File: src/rtl/ecc_pkg.sv
package ecc_pkg;

    // ========================================================================
    // widths and sizes
    // ========================================================================

    // the syndrome table in the codec is only valid for 14 data and 6 check bits.
    localparam int data_width   = 14;
    localparam int parity_width = 6;
    localparam int code_width   = data_width + parity_width;
    localparam int addr_width   = 4;
    localparam int mem_depth    = 1 << addr_width;
    localparam int cnt_width    = 8;

    typedef enum logic [1:0] {
        err_none   = 2'd0,
        err_single = 2'd1,
        err_double = 2'd2
    } err_kind_e;

    // ========================================================================
    // check-bit encoder
    // ========================================================================

    // each check bit covers the data bits whose syndrome column has that bit set.
    // every column has odd weight of three or more, so a double flip never looks
    // like a single one.
    function automatic logic [parity_width-1:0] ecc_check_bits(
        input logic [data_width-1:0] d
    );
        logic [parity_width-1:0] p;
        p[0] = d[0] ^ d[1] ^ d[3] ^ d[4] ^ d[6] ^ d[8] ^ d[10] ^ d[11] ^ d[13];
        p[1] = d[0] ^ d[2] ^ d[3] ^ d[5] ^ d[6] ^ d[9] ^ d[10] ^ d[12] ^ d[13];
        p[2] = d[1] ^ d[2] ^ d[3] ^ d[7] ^ d[8] ^ d[9] ^ d[10];
        p[3] = d[4] ^ d[5] ^ d[6] ^ d[7] ^ d[8] ^ d[9] ^ d[10];
        p[4] = d[11] ^ d[12] ^ d[13];
        p[5] = d[0] ^ d[1] ^ d[2] ^ d[4] ^ d[5] ^ d[7] ^ d[10] ^ d[11] ^ d[12];
        return p;
    endfunction

endpackage

File: src/rtl/ecc_14_codec.sv
module ecc_14_codec (
    input  logic [ecc_pkg::data_width-1:0]   code_data,
    input  logic [ecc_pkg::parity_width-1:0] code_parity,
    input  logic                             bypass,
    output logic [ecc_pkg::data_width-1:0]   fixed_data,
    output ecc_pkg::err_kind_e               err_kind
);

    logic [ecc_pkg::parity_width-1:0] syndrome;
    logic [ecc_pkg::data_width-1:0]   flip;
    ecc_pkg::err_kind_e               kind;

    assign syndrome = code_parity ^ ecc_pkg::ecc_check_bits(code_data);

    // ========================================================================
    // syndrome decode
    // ========================================================================

    always_comb begin
        flip = '0;
        kind = ecc_pkg::err_single;
        case (syndrome)
            6'b000000: kind = ecc_pkg::err_none;
            // one column per data bit, bit 0 first.
            6'b100011: flip[0]  = 1'b1;
            6'b100101: flip[1]  = 1'b1;
            6'b100110: flip[2]  = 1'b1;
            6'b000111: flip[3]  = 1'b1;
            6'b101001: flip[4]  = 1'b1;
            6'b101010: flip[5]  = 1'b1;
            6'b001011: flip[6]  = 1'b1;
            6'b101100: flip[7]  = 1'b1;
            6'b001101: flip[8]  = 1'b1;
            6'b001110: flip[9]  = 1'b1;
            6'b101111: flip[10] = 1'b1;
            6'b110001: flip[11] = 1'b1;
            6'b110010: flip[12] = 1'b1;
            6'b010011: flip[13] = 1'b1;
            // a one-hot syndrome is a flipped check bit, the data is fine.
            6'b100000,
            6'b010000,
            6'b001000,
            6'b000100,
            6'b000010,
            6'b000001: kind = ecc_pkg::err_single;
            default:   kind = ecc_pkg::err_double;
        endcase
    end

    assign fixed_data = bypass ? code_data : (code_data ^ flip);
    assign err_kind   = bypass ? ecc_pkg::err_none : kind;

    // a known codeword must always decode to a known result, and a corrected
    // single error leaves at most one flipped check bit behind.
    a_kind_known: assert final (
        $isunknown({code_data, code_parity, bypass}) ||
        (!$isunknown(err_kind) && ((err_kind != ecc_pkg::err_single) ||
         $onehot0(code_parity ^ ecc_pkg::ecc_check_bits(fixed_data))))
    );

endmodule

File: src/rtl/ecc_mem_array.sv
module ecc_mem_array (
    input  logic                           clk,
    input  logic                           mem_we,
    input  logic [ecc_pkg::addr_width-1:0] mem_waddr,
    input  logic [ecc_pkg::code_width-1:0] mem_wcode,
    input  logic                           mem_re,
    input  logic [ecc_pkg::addr_width-1:0] mem_raddr,
    output logic [ecc_pkg::code_width-1:0] mem_rcode
);

    logic [ecc_pkg::code_width-1:0] mem [ecc_pkg::mem_depth];

    always_ff @(posedge clk) begin
        if (mem_we) begin
            mem[mem_waddr] <= mem_wcode;
        end
    end

    // the read register holds its value until the next read.
    // a write to the same address at the same edge is not seen.
    always_ff @(posedge clk) begin
        if (mem_re) begin
            mem_rcode <= mem[mem_raddr];
        end
    end

endmodule

File: src/rtl/ecc_mem_ctrl.sv
module ecc_mem_ctrl (
    input  logic                             clk,
    input  logic                             rst_n,
    input  logic                             wr_en,
    input  logic [ecc_pkg::addr_width-1:0]   wr_addr,
    input  logic [ecc_pkg::data_width-1:0]   wr_data,
    input  logic [ecc_pkg::code_width-1:0]   inject_mask,
    input  logic                             rd_en,
    input  logic [ecc_pkg::addr_width-1:0]   rd_addr,
    input  logic                             bypass,
    input  logic [ecc_pkg::code_width-1:0]   mem_rcode,
    input  logic [ecc_pkg::data_width-1:0]   fixed_data,
    input  ecc_pkg::err_kind_e               err_kind,
    output logic                             mem_we,
    output logic [ecc_pkg::addr_width-1:0]   mem_waddr,
    output logic [ecc_pkg::code_width-1:0]   mem_wcode,
    output logic                             mem_re,
    output logic [ecc_pkg::addr_width-1:0]   mem_raddr,
    output logic [ecc_pkg::data_width-1:0]   code_data,
    output logic [ecc_pkg::parity_width-1:0] code_parity,
    output logic                             code_bypass,
    output logic                             rd_valid,
    output logic [ecc_pkg::data_width-1:0]   rd_data,
    output ecc_pkg::err_kind_e               rd_err,
    output logic                             log_evt,
    output ecc_pkg::err_kind_e               log_kind,
    output logic [ecc_pkg::addr_width-1:0]   log_addr
);

    logic                           byp1;
    logic                           rd_v2;
    logic [ecc_pkg::addr_width-1:0] addr2;
    logic                           byp2;
    logic                           wr_hit2;
    logic                           scrub_ok;
    logic                           scrub_pend;
    logic [ecc_pkg::addr_width-1:0] scrub_addr;
    logic [ecc_pkg::code_width-1:0] scrub_code;
    logic [ecc_pkg::code_width-1:0] wr_code;

    // ========================================================================
    // write port arbitration
    // ========================================================================

    assign wr_code = {ecc_pkg::ecc_check_bits(wr_data), wr_data} ^ inject_mask;

    // an external write always wins over a pending scrub.
    assign mem_we    = wr_en || scrub_pend;
    assign mem_waddr = wr_en ? wr_addr : scrub_addr;
    assign mem_wcode = wr_en ? wr_code : scrub_code;

    // ========================================================================
    // read pipeline
    // ========================================================================

    assign code_data   = mem_rcode[ecc_pkg::data_width-1:0];
    assign code_parity = mem_rcode[ecc_pkg::code_width-1:ecc_pkg::data_width];
    assign code_bypass = byp2;

    // a scrub is dropped if the address was written after the array read it,
    // since the corrected word would then overwrite newer data.
    assign scrub_ok = rd_v2 && (err_kind == ecc_pkg::err_single) && !byp2 &&
                      !wr_hit2 && !(wr_en && (wr_addr == addr2));

    assign log_evt  = rd_valid;
    assign log_kind = rd_err;

    always_ff @(posedge clk or negedge rst_n) begin
        if (!rst_n) begin
            mem_re     <= 1'b0;
            rd_v2      <= 1'b0;
            rd_valid   <= 1'b0;
            scrub_pend <= 1'b0;
        end else begin
            mem_re     <= rd_en;
            rd_v2      <= mem_re;
            rd_valid   <= rd_v2;
            scrub_pend <= scrub_ok;
        end
    end

    always_ff @(posedge clk) begin
        mem_raddr  <= rd_addr;
        byp1       <= bypass;
        addr2      <= mem_raddr;
        byp2       <= byp1;
        wr_hit2    <= wr_en && (wr_addr == mem_raddr);
        rd_data    <= fixed_data;
        rd_err     <= err_kind;
        log_addr   <= addr2;
        scrub_addr <= addr2;
        scrub_code <= {ecc_pkg::ecc_check_bits(fixed_data), fixed_data};
    end

    // the bypass level is taken when the read is issued, three edges before
    // the result is sampled here.
    a_bypass_no_single: assert property (@(posedge clk) disable iff (!rst_n)
        rd_valid && (rd_err == ecc_pkg::err_single) |-> !$past(bypass, 3));

    // a write-back without wr_en comes from the single-error result shown in
    // the same cycle, at the address that result reported.
    a_scrub_source: assert property (@(posedge clk) disable iff (!rst_n)
        mem_we && !wr_en |-> rd_valid && (rd_err == ecc_pkg::err_single) &&
                             (mem_waddr == log_addr));

endmodule

File: src/rtl/ecc_err_log.sv
module ecc_err_log (
    input  logic                           clk,
    input  logic                           rst_n,
    input  logic                           log_clr,
    input  logic                           log_evt,
    input  ecc_pkg::err_kind_e             log_kind,
    input  logic [ecc_pkg::addr_width-1:0] log_addr,
    output logic [ecc_pkg::cnt_width-1:0]  sbit_count,
    output logic [ecc_pkg::cnt_width-1:0]  dbit_count,
    output logic [ecc_pkg::addr_width-1:0] dbit_addr,
    output logic                           dbit_seen
);

    logic sbit_hit;
    logic dbit_hit;

    assign sbit_hit = log_evt && (log_kind == ecc_pkg::err_single);
    assign dbit_hit = log_evt && (log_kind == ecc_pkg::err_double);

    // clear wins over an event at the same edge.
    always_ff @(posedge clk or negedge rst_n) begin
        if (!rst_n) begin
            sbit_count <= '0;
            dbit_count <= '0;
            dbit_seen  <= 1'b0;
        end else if (log_clr) begin
            sbit_count <= '0;
            dbit_count <= '0;
            dbit_seen  <= 1'b0;
        end else begin
            if (sbit_hit && (sbit_count != '1)) begin
                sbit_count <= sbit_count + 1'b1;
            end
            if (dbit_hit && (dbit_count != '1)) begin
                dbit_count <= dbit_count + 1'b1;
            end
            if (dbit_hit) begin
                dbit_seen <= 1'b1;
            end
        end
    end

    // only the first double error after a clear is kept.
    always_ff @(posedge clk) begin
        if (dbit_hit && !dbit_seen && !log_clr) begin
            dbit_addr <= log_addr;
        end
    end

    a_sbit_no_wrap: assert property (@(posedge clk) disable iff (!rst_n)
        (sbit_count == '1) && !log_clr |=> (sbit_count == '1));

    a_dbit_no_wrap: assert property (@(posedge clk) disable iff (!rst_n)
        (dbit_count == '1) && !log_clr |=> (dbit_count == '1));

endmodule

File: src/rtl/ecc_mem_top.sv
module ecc_mem_top (
    input  logic                           clk,
    input  logic                           rst_n,
    input  logic                           wr_en,
    input  logic [ecc_pkg::addr_width-1:0] wr_addr,
    input  logic [ecc_pkg::data_width-1:0] wr_data,
    input  logic [ecc_pkg::code_width-1:0] inject_mask,
    input  logic                           rd_en,
    input  logic [ecc_pkg::addr_width-1:0] rd_addr,
    input  logic                           bypass,
    input  logic                           log_clr,
    output logic                           rd_valid,
    output logic [ecc_pkg::data_width-1:0] rd_data,
    output ecc_pkg::err_kind_e             rd_err,
    output logic [ecc_pkg::cnt_width-1:0]  sbit_count,
    output logic [ecc_pkg::cnt_width-1:0]  dbit_count,
    output logic [ecc_pkg::addr_width-1:0] dbit_addr,
    output logic                           dbit_seen
);

    logic                             mem_we;
    logic [ecc_pkg::addr_width-1:0]   mem_waddr;
    logic [ecc_pkg::code_width-1:0]   mem_wcode;
    logic                             mem_re;
    logic [ecc_pkg::addr_width-1:0]   mem_raddr;
    logic [ecc_pkg::code_width-1:0]   mem_rcode;
    logic [ecc_pkg::data_width-1:0]   code_data;
    logic [ecc_pkg::parity_width-1:0] code_parity;
    logic                             code_bypass;
    logic [ecc_pkg::data_width-1:0]   fixed_data;
    ecc_pkg::err_kind_e               err_kind;
    logic                             log_evt;
    ecc_pkg::err_kind_e               log_kind;
    logic [ecc_pkg::addr_width-1:0]   log_addr;

    ecc_mem_ctrl u_ctrl (
        .clk         (clk),
        .rst_n       (rst_n),
        .wr_en       (wr_en),
        .wr_addr     (wr_addr),
        .wr_data     (wr_data),
        .inject_mask (inject_mask),
        .rd_en       (rd_en),
        .rd_addr     (rd_addr),
        .bypass      (bypass),
        .mem_rcode   (mem_rcode),
        .fixed_data  (fixed_data),
        .err_kind    (err_kind),
        .mem_we      (mem_we),
        .mem_waddr   (mem_waddr),
        .mem_wcode   (mem_wcode),
        .mem_re      (mem_re),
        .mem_raddr   (mem_raddr),
        .code_data   (code_data),
        .code_parity (code_parity),
        .code_bypass (code_bypass),
        .rd_valid    (rd_valid),
        .rd_data     (rd_data),
        .rd_err      (rd_err),
        .log_evt     (log_evt),
        .log_kind    (log_kind),
        .log_addr    (log_addr)
    );

    ecc_mem_array u_array (
        .clk       (clk),
        .mem_we    (mem_we),
        .mem_waddr (mem_waddr),
        .mem_wcode (mem_wcode),
        .mem_re    (mem_re),
        .mem_raddr (mem_raddr),
        .mem_rcode (mem_rcode)
    );

    ecc_14_codec u_codec (
        .code_data   (code_data),
        .code_parity (code_parity),
        .bypass      (code_bypass),
        .fixed_data  (fixed_data),
        .err_kind    (err_kind)
    );

    ecc_err_log u_log (
        .clk        (clk),
        .rst_n      (rst_n),
        .log_clr    (log_clr),
        .log_evt    (log_evt),
        .log_kind   (log_kind),
        .log_addr   (log_addr),
        .sbit_count (sbit_count),
        .dbit_count (dbit_count),
        .dbit_addr  (dbit_addr),
        .dbit_seen  (dbit_seen)
    );

endmodule

File: config.mk
export PLATFORM = sky130hd
export DESIGN_NAME = ecc_mem_top
export DESIGN_NICKNAME = d
export VERILOG_FILES = /design/src/rtl/ecc_pkg.sv /design/src/rtl/ecc_14_codec.sv /design/src/rtl/ecc_mem_array.sv /design/src/rtl/ecc_mem_ctrl.sv /design/src/rtl/ecc_err_log.sv /design/src/rtl/ecc_mem_top.sv
export SDC_FILE = /design/constraint.sdc
export NUM_CORES = 1
export LEC_CHECK = 0
export BUFFER_PORTS_ARGS = -buffer_cell sky130_fd_sc_hd__buf_2
export CAP_MARGIN = 20
export CORE_ASPECT_RATIO = 1.4
export CORE_MARGIN = 2
export CORE_UTILIZATION = 45
export CTS_CLUSTER_SIZE = 40
export DETAILED_ROUTE_END_ITERATION = 8
export PLACE_DENSITY_LB_ADDON = 0.25
export SLEW_MARGIN = 15
export SYNTH_ARGS = -nofsm -noshare
export SYNTH_HDL_FRONTEND = slang
export SYNTH_SLANG_ARGS = --single-unit
File: constraint.sdc
create_clock -name clk -period 3.65 [get_ports clk]
set_input_delay 0.73 -clock clk [delete_from_list [all_inputs] [get_ports clk]]
set_output_delay 0.73 -clock clk [all_outputs]
set_load 0.05 [all_outputs]
# ---- Yosys cells after proc, flatten, opt, wreduce, memory -nomap -nowiden
# Memory sizes are Yosys's and may differ from the RTL's. A register that Yosys moved wholly into a read port is not among the register bits.
# Index checks and enable logic that the tools add are counted.
dict set report word_totals {
  output_inout_bits 38
  rom_bits 0
  elab_cells 211
  ram_bits 320
  in_bits 48
  memories 1
  register_bits 76
  latchBits 0
}
# name depth word_bits read_ports rd_ports_with_merged_regs wr line
set mem_list {}
lappend mem_list {u_array.mem 16 20 1 1 1 ecc_mem_array.sv:11} ;# logic [ecc_pkg::code_width-1:0] mem [ecc_pkg::mem_depth];
dict set report classes {
  addsub 2
  div_mod_pow 0
  reduce_logical 23
  eq_ne 27
  bitwise_logic 114
  order_cmp 0
  n_mul 0
  muxes 27
  shift 0
}
# operator count
set ops {}
lappend ops {{$xor A1 B1 Y1} 111}
lappend ops {{$eq A6 B6 Y1 const B} 10}
lappend ops {{$mux W8} 4}
lappend ops {{$eq A6 B4 Y1 const B} 4}
lappend ops {{$mux W20} 1}
lappend ops {{$reduce_or A20 Y1} 1}
lappend ops {{$xor A20 B20 Y20} 1}
lappend ops {{$mux W1} 18}
lappend ops {{$add A8 B1 Y8 const B} 2}
lappend ops {{$ne A8 B8 Y1 const B} 2}
lappend ops {{$mux W14} 1}
lappend ops {{$xor A14 B14 Y14} 1}
lappend ops {{$eq A6 B3 Y1 const B} 2}
lappend ops {{$eq A6 B5 Y1 const B} 2}
lappend ops {{$logic_and A1 B1 Y1} 12}
lappend ops {{$eq A4 B4 Y1} 2}
lappend ops {{$eq A6 B1 Y1 const B} 1}
lappend ops {{$eq A6 B2 Y1 const B} 1}
lappend ops {{$logic_not A6 Y1} 1}
lappend ops {{$reduce_bool A2 Y1} 3}
lappend ops {{$xor A6 B6 Y6} 1}
lappend ops {{$logic_not A1 Y1} 5}
lappend ops {{$eq A2 B1 Y1 const B} 2}
lappend ops {{$mux W4} 1}
lappend ops {{other kinds (4)} 4}

# ---- Depth between registers and ports, before layout
dict set report depth {
  ltp_word 21
  ltp_mapped 11
  mapped_depth_nobuf 9
}

# ---- By module
# From an unflattened synthesis, not the netlist that was laid out.
dict set report hier_totals {
  cells_unflattened 931
  area_unflattened_um2 16667.2
}
# mod area_each_um2 cells_per_inst n_inst seq_area_each_um2
set modules_own_cells {}
lappend modules_own_cells {ecc_mem_array 12731.0 533 1 10209.8}
lappend modules_own_cells {ecc_mem_ctrl 2164.6 214 1 840.8}
lappend modules_own_cells {ecc_err_log 1023.5 97 1 545.5}
lappend modules_own_cells {ecc_14_codec 748.2 87 1 0.0}

# ---- Worst setup path before layout
# No wires, ideal clock.
dict set report synth_timing {
  path_type {reg-to-reg}
  startpoint {reg u_array.mem_rcode[5] (netlist name), read port of u_array.mem}
  endpoint {reg u_ctrl.scrub_code[14] (netlist name)}
  setup_ns 0.130
  synth_period_minus_slack_ns 3.062
  stages_incl_launch_ff 11
  required_time_ns 3.520
  n_path_buf 1
  arrival_time_ns 2.932
  path_slack_ns 0.588
  cell_sequence {edfxtp_1 xor2_1 xnor2_1 xnor3_2 or2_0 buf_6 nor4b_2 xnor2_1 xnor2_1 xnor2_1 xnor3_1}
}
dict set report synth_via {
  elab_chain_cells 19
  elab_cells_between_ends 46
  cone_classes {eq/ne (9); mux (10); bitwise (27)}
}
# item line
set synth_rtl {}
lappend synth_rtl {{start: declaration} ecc_mem_array.sv:8} ;# output logic [ecc_pkg::code_width-1:0] mem_rcode
lappend synth_rtl {{$xor A1 B1 Y1 (on tied branches) (6 in series)} {ecc_pkg.sv:33, ecc_pkg.sv:35}}
lappend synth_rtl {{$xor A6 B6 Y6 (*)} ecc_14_codec.sv:13} ;# assign syndrome = code_parity ^ ecc_pkg::ecc_check_bits(code_data);
lappend synth_rtl {{$eq A6 B6 Y1} ecc_14_codec.sv:22} ;# case (syndrome)
lappend synth_rtl {{$mux W1} ecc_14_codec.sv:22}
lappend synth_rtl {{$xor A14 B14 Y14 (*)} ecc_14_codec.sv:50} ;# assign fixed_data = bypass ? code_data : (code_data ^ flip);
lappend synth_rtl {{$mux W14 (*)} ecc_14_codec.sv:50}
lappend synth_rtl {{$xor A1 B1 Y1 (7 in series)} ecc_pkg.sv:32} ;# p[0] = d[0] ^ d[1] ^ d[3] ^ d[4] ^ d[6] ^ d[8] ^ d[10] ^ d[11] ^ d[13];
lappend synth_rtl {{$xor A1 B1 Y1 (*)} ecc_pkg.sv:32}
lappend synth_rtl {{end signal: assignment} ecc_mem_ctrl.sv:92} ;# scrub_code <= {ecc_pkg::ecc_check_bits(fixed_data), fixed_data};
lappend synth_rtl {{end: declaration} ecc_mem_ctrl.sv:38} ;# logic [ecc_pkg::code_width-1:0] scrub_code;
# Mark *: on every way between the ends. The rest lies on a longest branch, timed or not.
# A chain may end at the register's enable or synchronous reset.

# ---- Final worst setup path
dict set report layout_timing {
  startpoint {reg u_array.mem_rcode[6] (netlist name), read port of u_array.mem}
  endpoint {reg u_ctrl.scrub_code[14] (netlist name)}
}
dict set report layout_via {
  elab_chain_cells 18
  elab_cells_between_ends 44
  cone_classes {eq/ne (9); mux (10); bitwise (25)}
}
# item line
set layout_rtl {}
lappend layout_rtl {{$xor A1 B1 Y1 (on tied branches) (5 in series)} {ecc_pkg.sv:32, ecc_pkg.sv:33, ecc_pkg.sv:35}}
lappend layout_rtl {{$xor A6 B6 Y6} ecc_14_codec.sv:13}
lappend layout_rtl {{$eq A6 B6 Y1} ecc_14_codec.sv:22}
lappend layout_rtl {{$mux W1} ecc_14_codec.sv:22}
lappend layout_rtl {{$xor A14 B14 Y14} ecc_14_codec.sv:50}
lappend layout_rtl {{$mux W14 (*)} ecc_14_codec.sv:50}
lappend layout_rtl {{$xor A1 B1 Y1 (7 in series)} ecc_pkg.sv:32}
lappend layout_rtl {{$xor A1 B1 Y1 (*)} ecc_pkg.sv:32}
# Marks and branches as above.

==> summary.md <==
| Metric | Value |
|---|---|
| Status | `finished clean` |
| Top Metal Used | `met4` |
| Final Cycle Share | `92.2%` |
| Nets | `1069` |
| WP data arrival | `3780 ps` |
| Setup CP Type | `flop to flop` |
| Critical path's largest stage delay | `490 ps` |
| Hold-fix buffers, CTS | `0` |
| Hold slack final | `161 ps` |
| Via count | `8386` |
| Layout cells sized above 1 | `31.0%` |
| Slew headroom | `29.1%` |
| Seq/Total Area, Yosys | `70.2%` |
| RSZ-0062 raised after global routing | `false` |
| Synth area leader | `edfxtp_1` |
| Clk Latency, worst-skew pair | `530 ps` |
| Num ports | `86` |
| Largest net degree at the start of global routing | `83` |
| DR vias/cell | `5.54` |
| Diode count | `0` |
| Period minus WS final | `3370 ps` |
| Pre-antenna DRT Iters | `7` |
| Core Area | `0.0365 mm²` |
| First-pass GRT wire length | `55100 µm` |
| H-tree Lvls | `2` |
| Drt wl/cell | `25.1 µm` |
| WP data required | `4060 ps` |
| Syn_nets | `946` |
| Setup Buffers After CTS | `0` |
| CTS tree | `built` |
| Commonest non-fill, non-tap cell in the layout | `edfxtp_1` |
| Drt drc | `0` |
| Most frequent cells in the layout | `edfxtp_1, xnor2_1, mux4_2` |
| Final Hold Vio Count | `0` |
| Initial core utilization | `45.3%` |
| Vias in the first global route | `8436` |
| Congestion Overflow GR | `0` |
| CTS buffer count | `39` |
| Met3 wire len | `1970 µm` |
| # placed instances | `1443` |
| CP most frequent cell | `xnor2_1` |
| Setup TNS after final layout | `0 ps` |
| Async set or reset register ratio after synthesis | `5.22%` |
| Cell row count | `83` |
| Worst-path clk slew | `60 ps` |
| Highest clock rate | `0.297 GHz` |
| Number of port buffers | `85` |
| Mapped Area | `0.0165 mm²` |
| CP max stage cell | `xnor2_1` |
| Final ANT Viol Nets | `0` |
| Yosys reg bits | `402` |
| Post-DP HPWL | `23300 µm` |
| Die area | `0.0383 mm²` |
| CP cell instances | `xnor2_1 > xnor2_1 > xnor2_1 > buf_4 > nand2_1 > nor4b_1 > xnor2_1 > xnor2_1 > xnor2_1 > xnor3_1` |
| Antenna violations before repair | `0` |
| Chip width | `166 µm` |
| Mapped Cells | `896` |
| CP max FO | `8` |
| Clk sinks | `402` |
| Clock Tree Buf Depth | `3` |
| CP Launch Type | `flop` |
| Non-filler instance count after layout | `1515` |
| Worst VDD drop | `0.312 mV` |
| Total track usage | `19.9%` |
| Post-CTS Resized | `0` |
| Clk root buf | `clkbuf_16` |
| Total routed wirelength | `38000 µm` |
| Leakage | `6.40 nW` |
| Syn. warnings | `0` |
| Synth top area share | `62.5%` |
| Hold WC Path Type | `primary input to asynchronous set/reset pin` |
| Worst slew pin tran | `1060 ps` |
| Met1 Wirelength | `15700 µm` |
| DR WL met2 | `19300 µm` |
| Die height | `231 µm` |
| Netlist cell types | `53` |
| CP Capture Type | `flop` |
| Area growth from synthesis to layout | `14.8%` |
| Pwr/cell area | `603 mW/mm²` |
| Synth area leaders | `edfxtp_1, mux4_2, xnor2_1, dfxtp_1, dfrtp_1` |
| Max-slew violations | `0` |
| Routability cong. | `0.884` |
| Clk_skew | `21.5 ps` |
| MaxCap Viol Count | `0` |
| Fillers | `2939` |
| Ys flop type | `edfxtp_1` |
| Final setup violation count | `0` |
| EDFF count, synth | `344` |
| Iteration-0 DRC Markers | `815` |
| Synth Area per Inst | `18.4 µm²` |
==> flip-flops by register name (all words and copies together), names as in the netlist <==
name	count
u_array.mem	320
u_array.mem_rcode	20
u_ctrl.scrub_code	20
u_log.dbit_count	8
u_log.sbit_count	8
u_ctrl.addr2	4
u_ctrl.mem_raddr	4
u_ctrl.scrub_addr	4
u_log.dbit_addr	4
u_ctrl.log_kind	2
u_ctrl.byp1	1
u_ctrl.code_bypass	1
u_ctrl.log_evt	1
u_ctrl.mem_re	1
u_ctrl.rd_v2	1
u_ctrl.scrub_pend	1
u_ctrl.wr_hit2	1
u_log.dbit_seen	1
==> critical path, delay by kind of cell (launching register included) <==
family        cells  cell delay (ps)
buf+inv           1              240
xor+xnor          7             1920
simple gates      2              600
flops             1              480
==> worst paths after layout <==
kind | from | endpoint | slack [ps] | cells after the start
max | u_array.mem_rcode[6]$_DFFE_PP_ | u_ctrl.scrub_code[14]$_DFF_P_ | 280 | 10
min | rst_n | u_log.dbit_seen$_DFFE_PN0P_ | 160 | 1
max reg2reg | u_array.mem_rcode[6]$_DFFE_PP_ | u_ctrl.scrub_code[14]$_DFF_P_ | 280 | 10
min reg2reg | u_ctrl.byp1$_DFF_P_ | u_ctrl.code_bypass$_DFF_P_ | 330 | 0
max in group asynchronous | rst_n | u_ctrl.rd_v2$_DFF_PN0_ | 3140 | 1
min in group clk | rd_addr[3] | u_ctrl.mem_raddr[3]$_DFF_P_ | 300 | 1
==> layout make-up <==
class | count | area [µm²] | share of cell area [%]
clock buffer | 53 | 1070 | 5.64
clock inverter | 17 | 173 | 0.911
inverter | 16 | 60.1 | 0.317
multi-input combinational | 425 | 4650 | 24.5
sequential | 402 | 11600 | 61.2
tap | 467 | 584 | 3.08
timing repair buffer | 135 | 826 | 4.36
==> metal layers <==
layer  vias up  global-route usage [%]
met4         0                    6.22
met1      4369                    26.8
li1       3699                       -
met2       269                    34.0
met5         -                       0
met3        49                    2.66
==> report_power, final <==
part           switching, mW  total, mW  internal, mW
clock                   1.66       3.93          2.27
sequential             0.131       5.53          5.40
combinational           1.21       1.97         0.762
==> through the flow <==
step | utilization (%) | instance area (µm²) | worst slack (ps) | total power, mW
after floorplan | - | 16500 | 588 | 7.01
after global placement | 48.6 | 17700 | 222 | 7.56
after detailed placement | 48.6 | 17700 | 239 | 7.58
after CTS | 52.0 | 18900 | 221 | 11.5
after global routing | 52.0 | 19000 | 49.7 | 11.8
final | 52.0 | 19000 | 283 | 11.4
==> cell families after synthesis <==
| logic type | synth area share, % |
|---|---|
| compound gates | 1.77 |
| fa+ha+maj | 0.151 |
| buf+inv | 1.95 |
| xor+xnor | 8.06 |
| simple gates | 4.08 |
| mux | 13.8 |
| flops | 70.2 |
==> cells in the mapped netlist (3+ instances only) <==
cell type / instances
edfxtp_1: 344
xnor2_1: 101
mux4_2: 100
nor2_1: 61
dfxtp_1: 37
xor2_1: 31
a21oi_1: 27
clkbuf_1: 26
dfrtp_1: 21
nand2_1: 20
inv_1: 16
buf_4: 14
buf_1: 10
nor3_1: 10
nand3b_1: 5
nand4_1: 5
a31oi_1: 4
nand3_1: 4
and3_1: 3
mux2i_1: 3
nand2b_1: 3
nor3b_1: 3
o21ai_0: 3
xnor3_1: 3
Note: power is estimated with default switching activity, not from simulation.
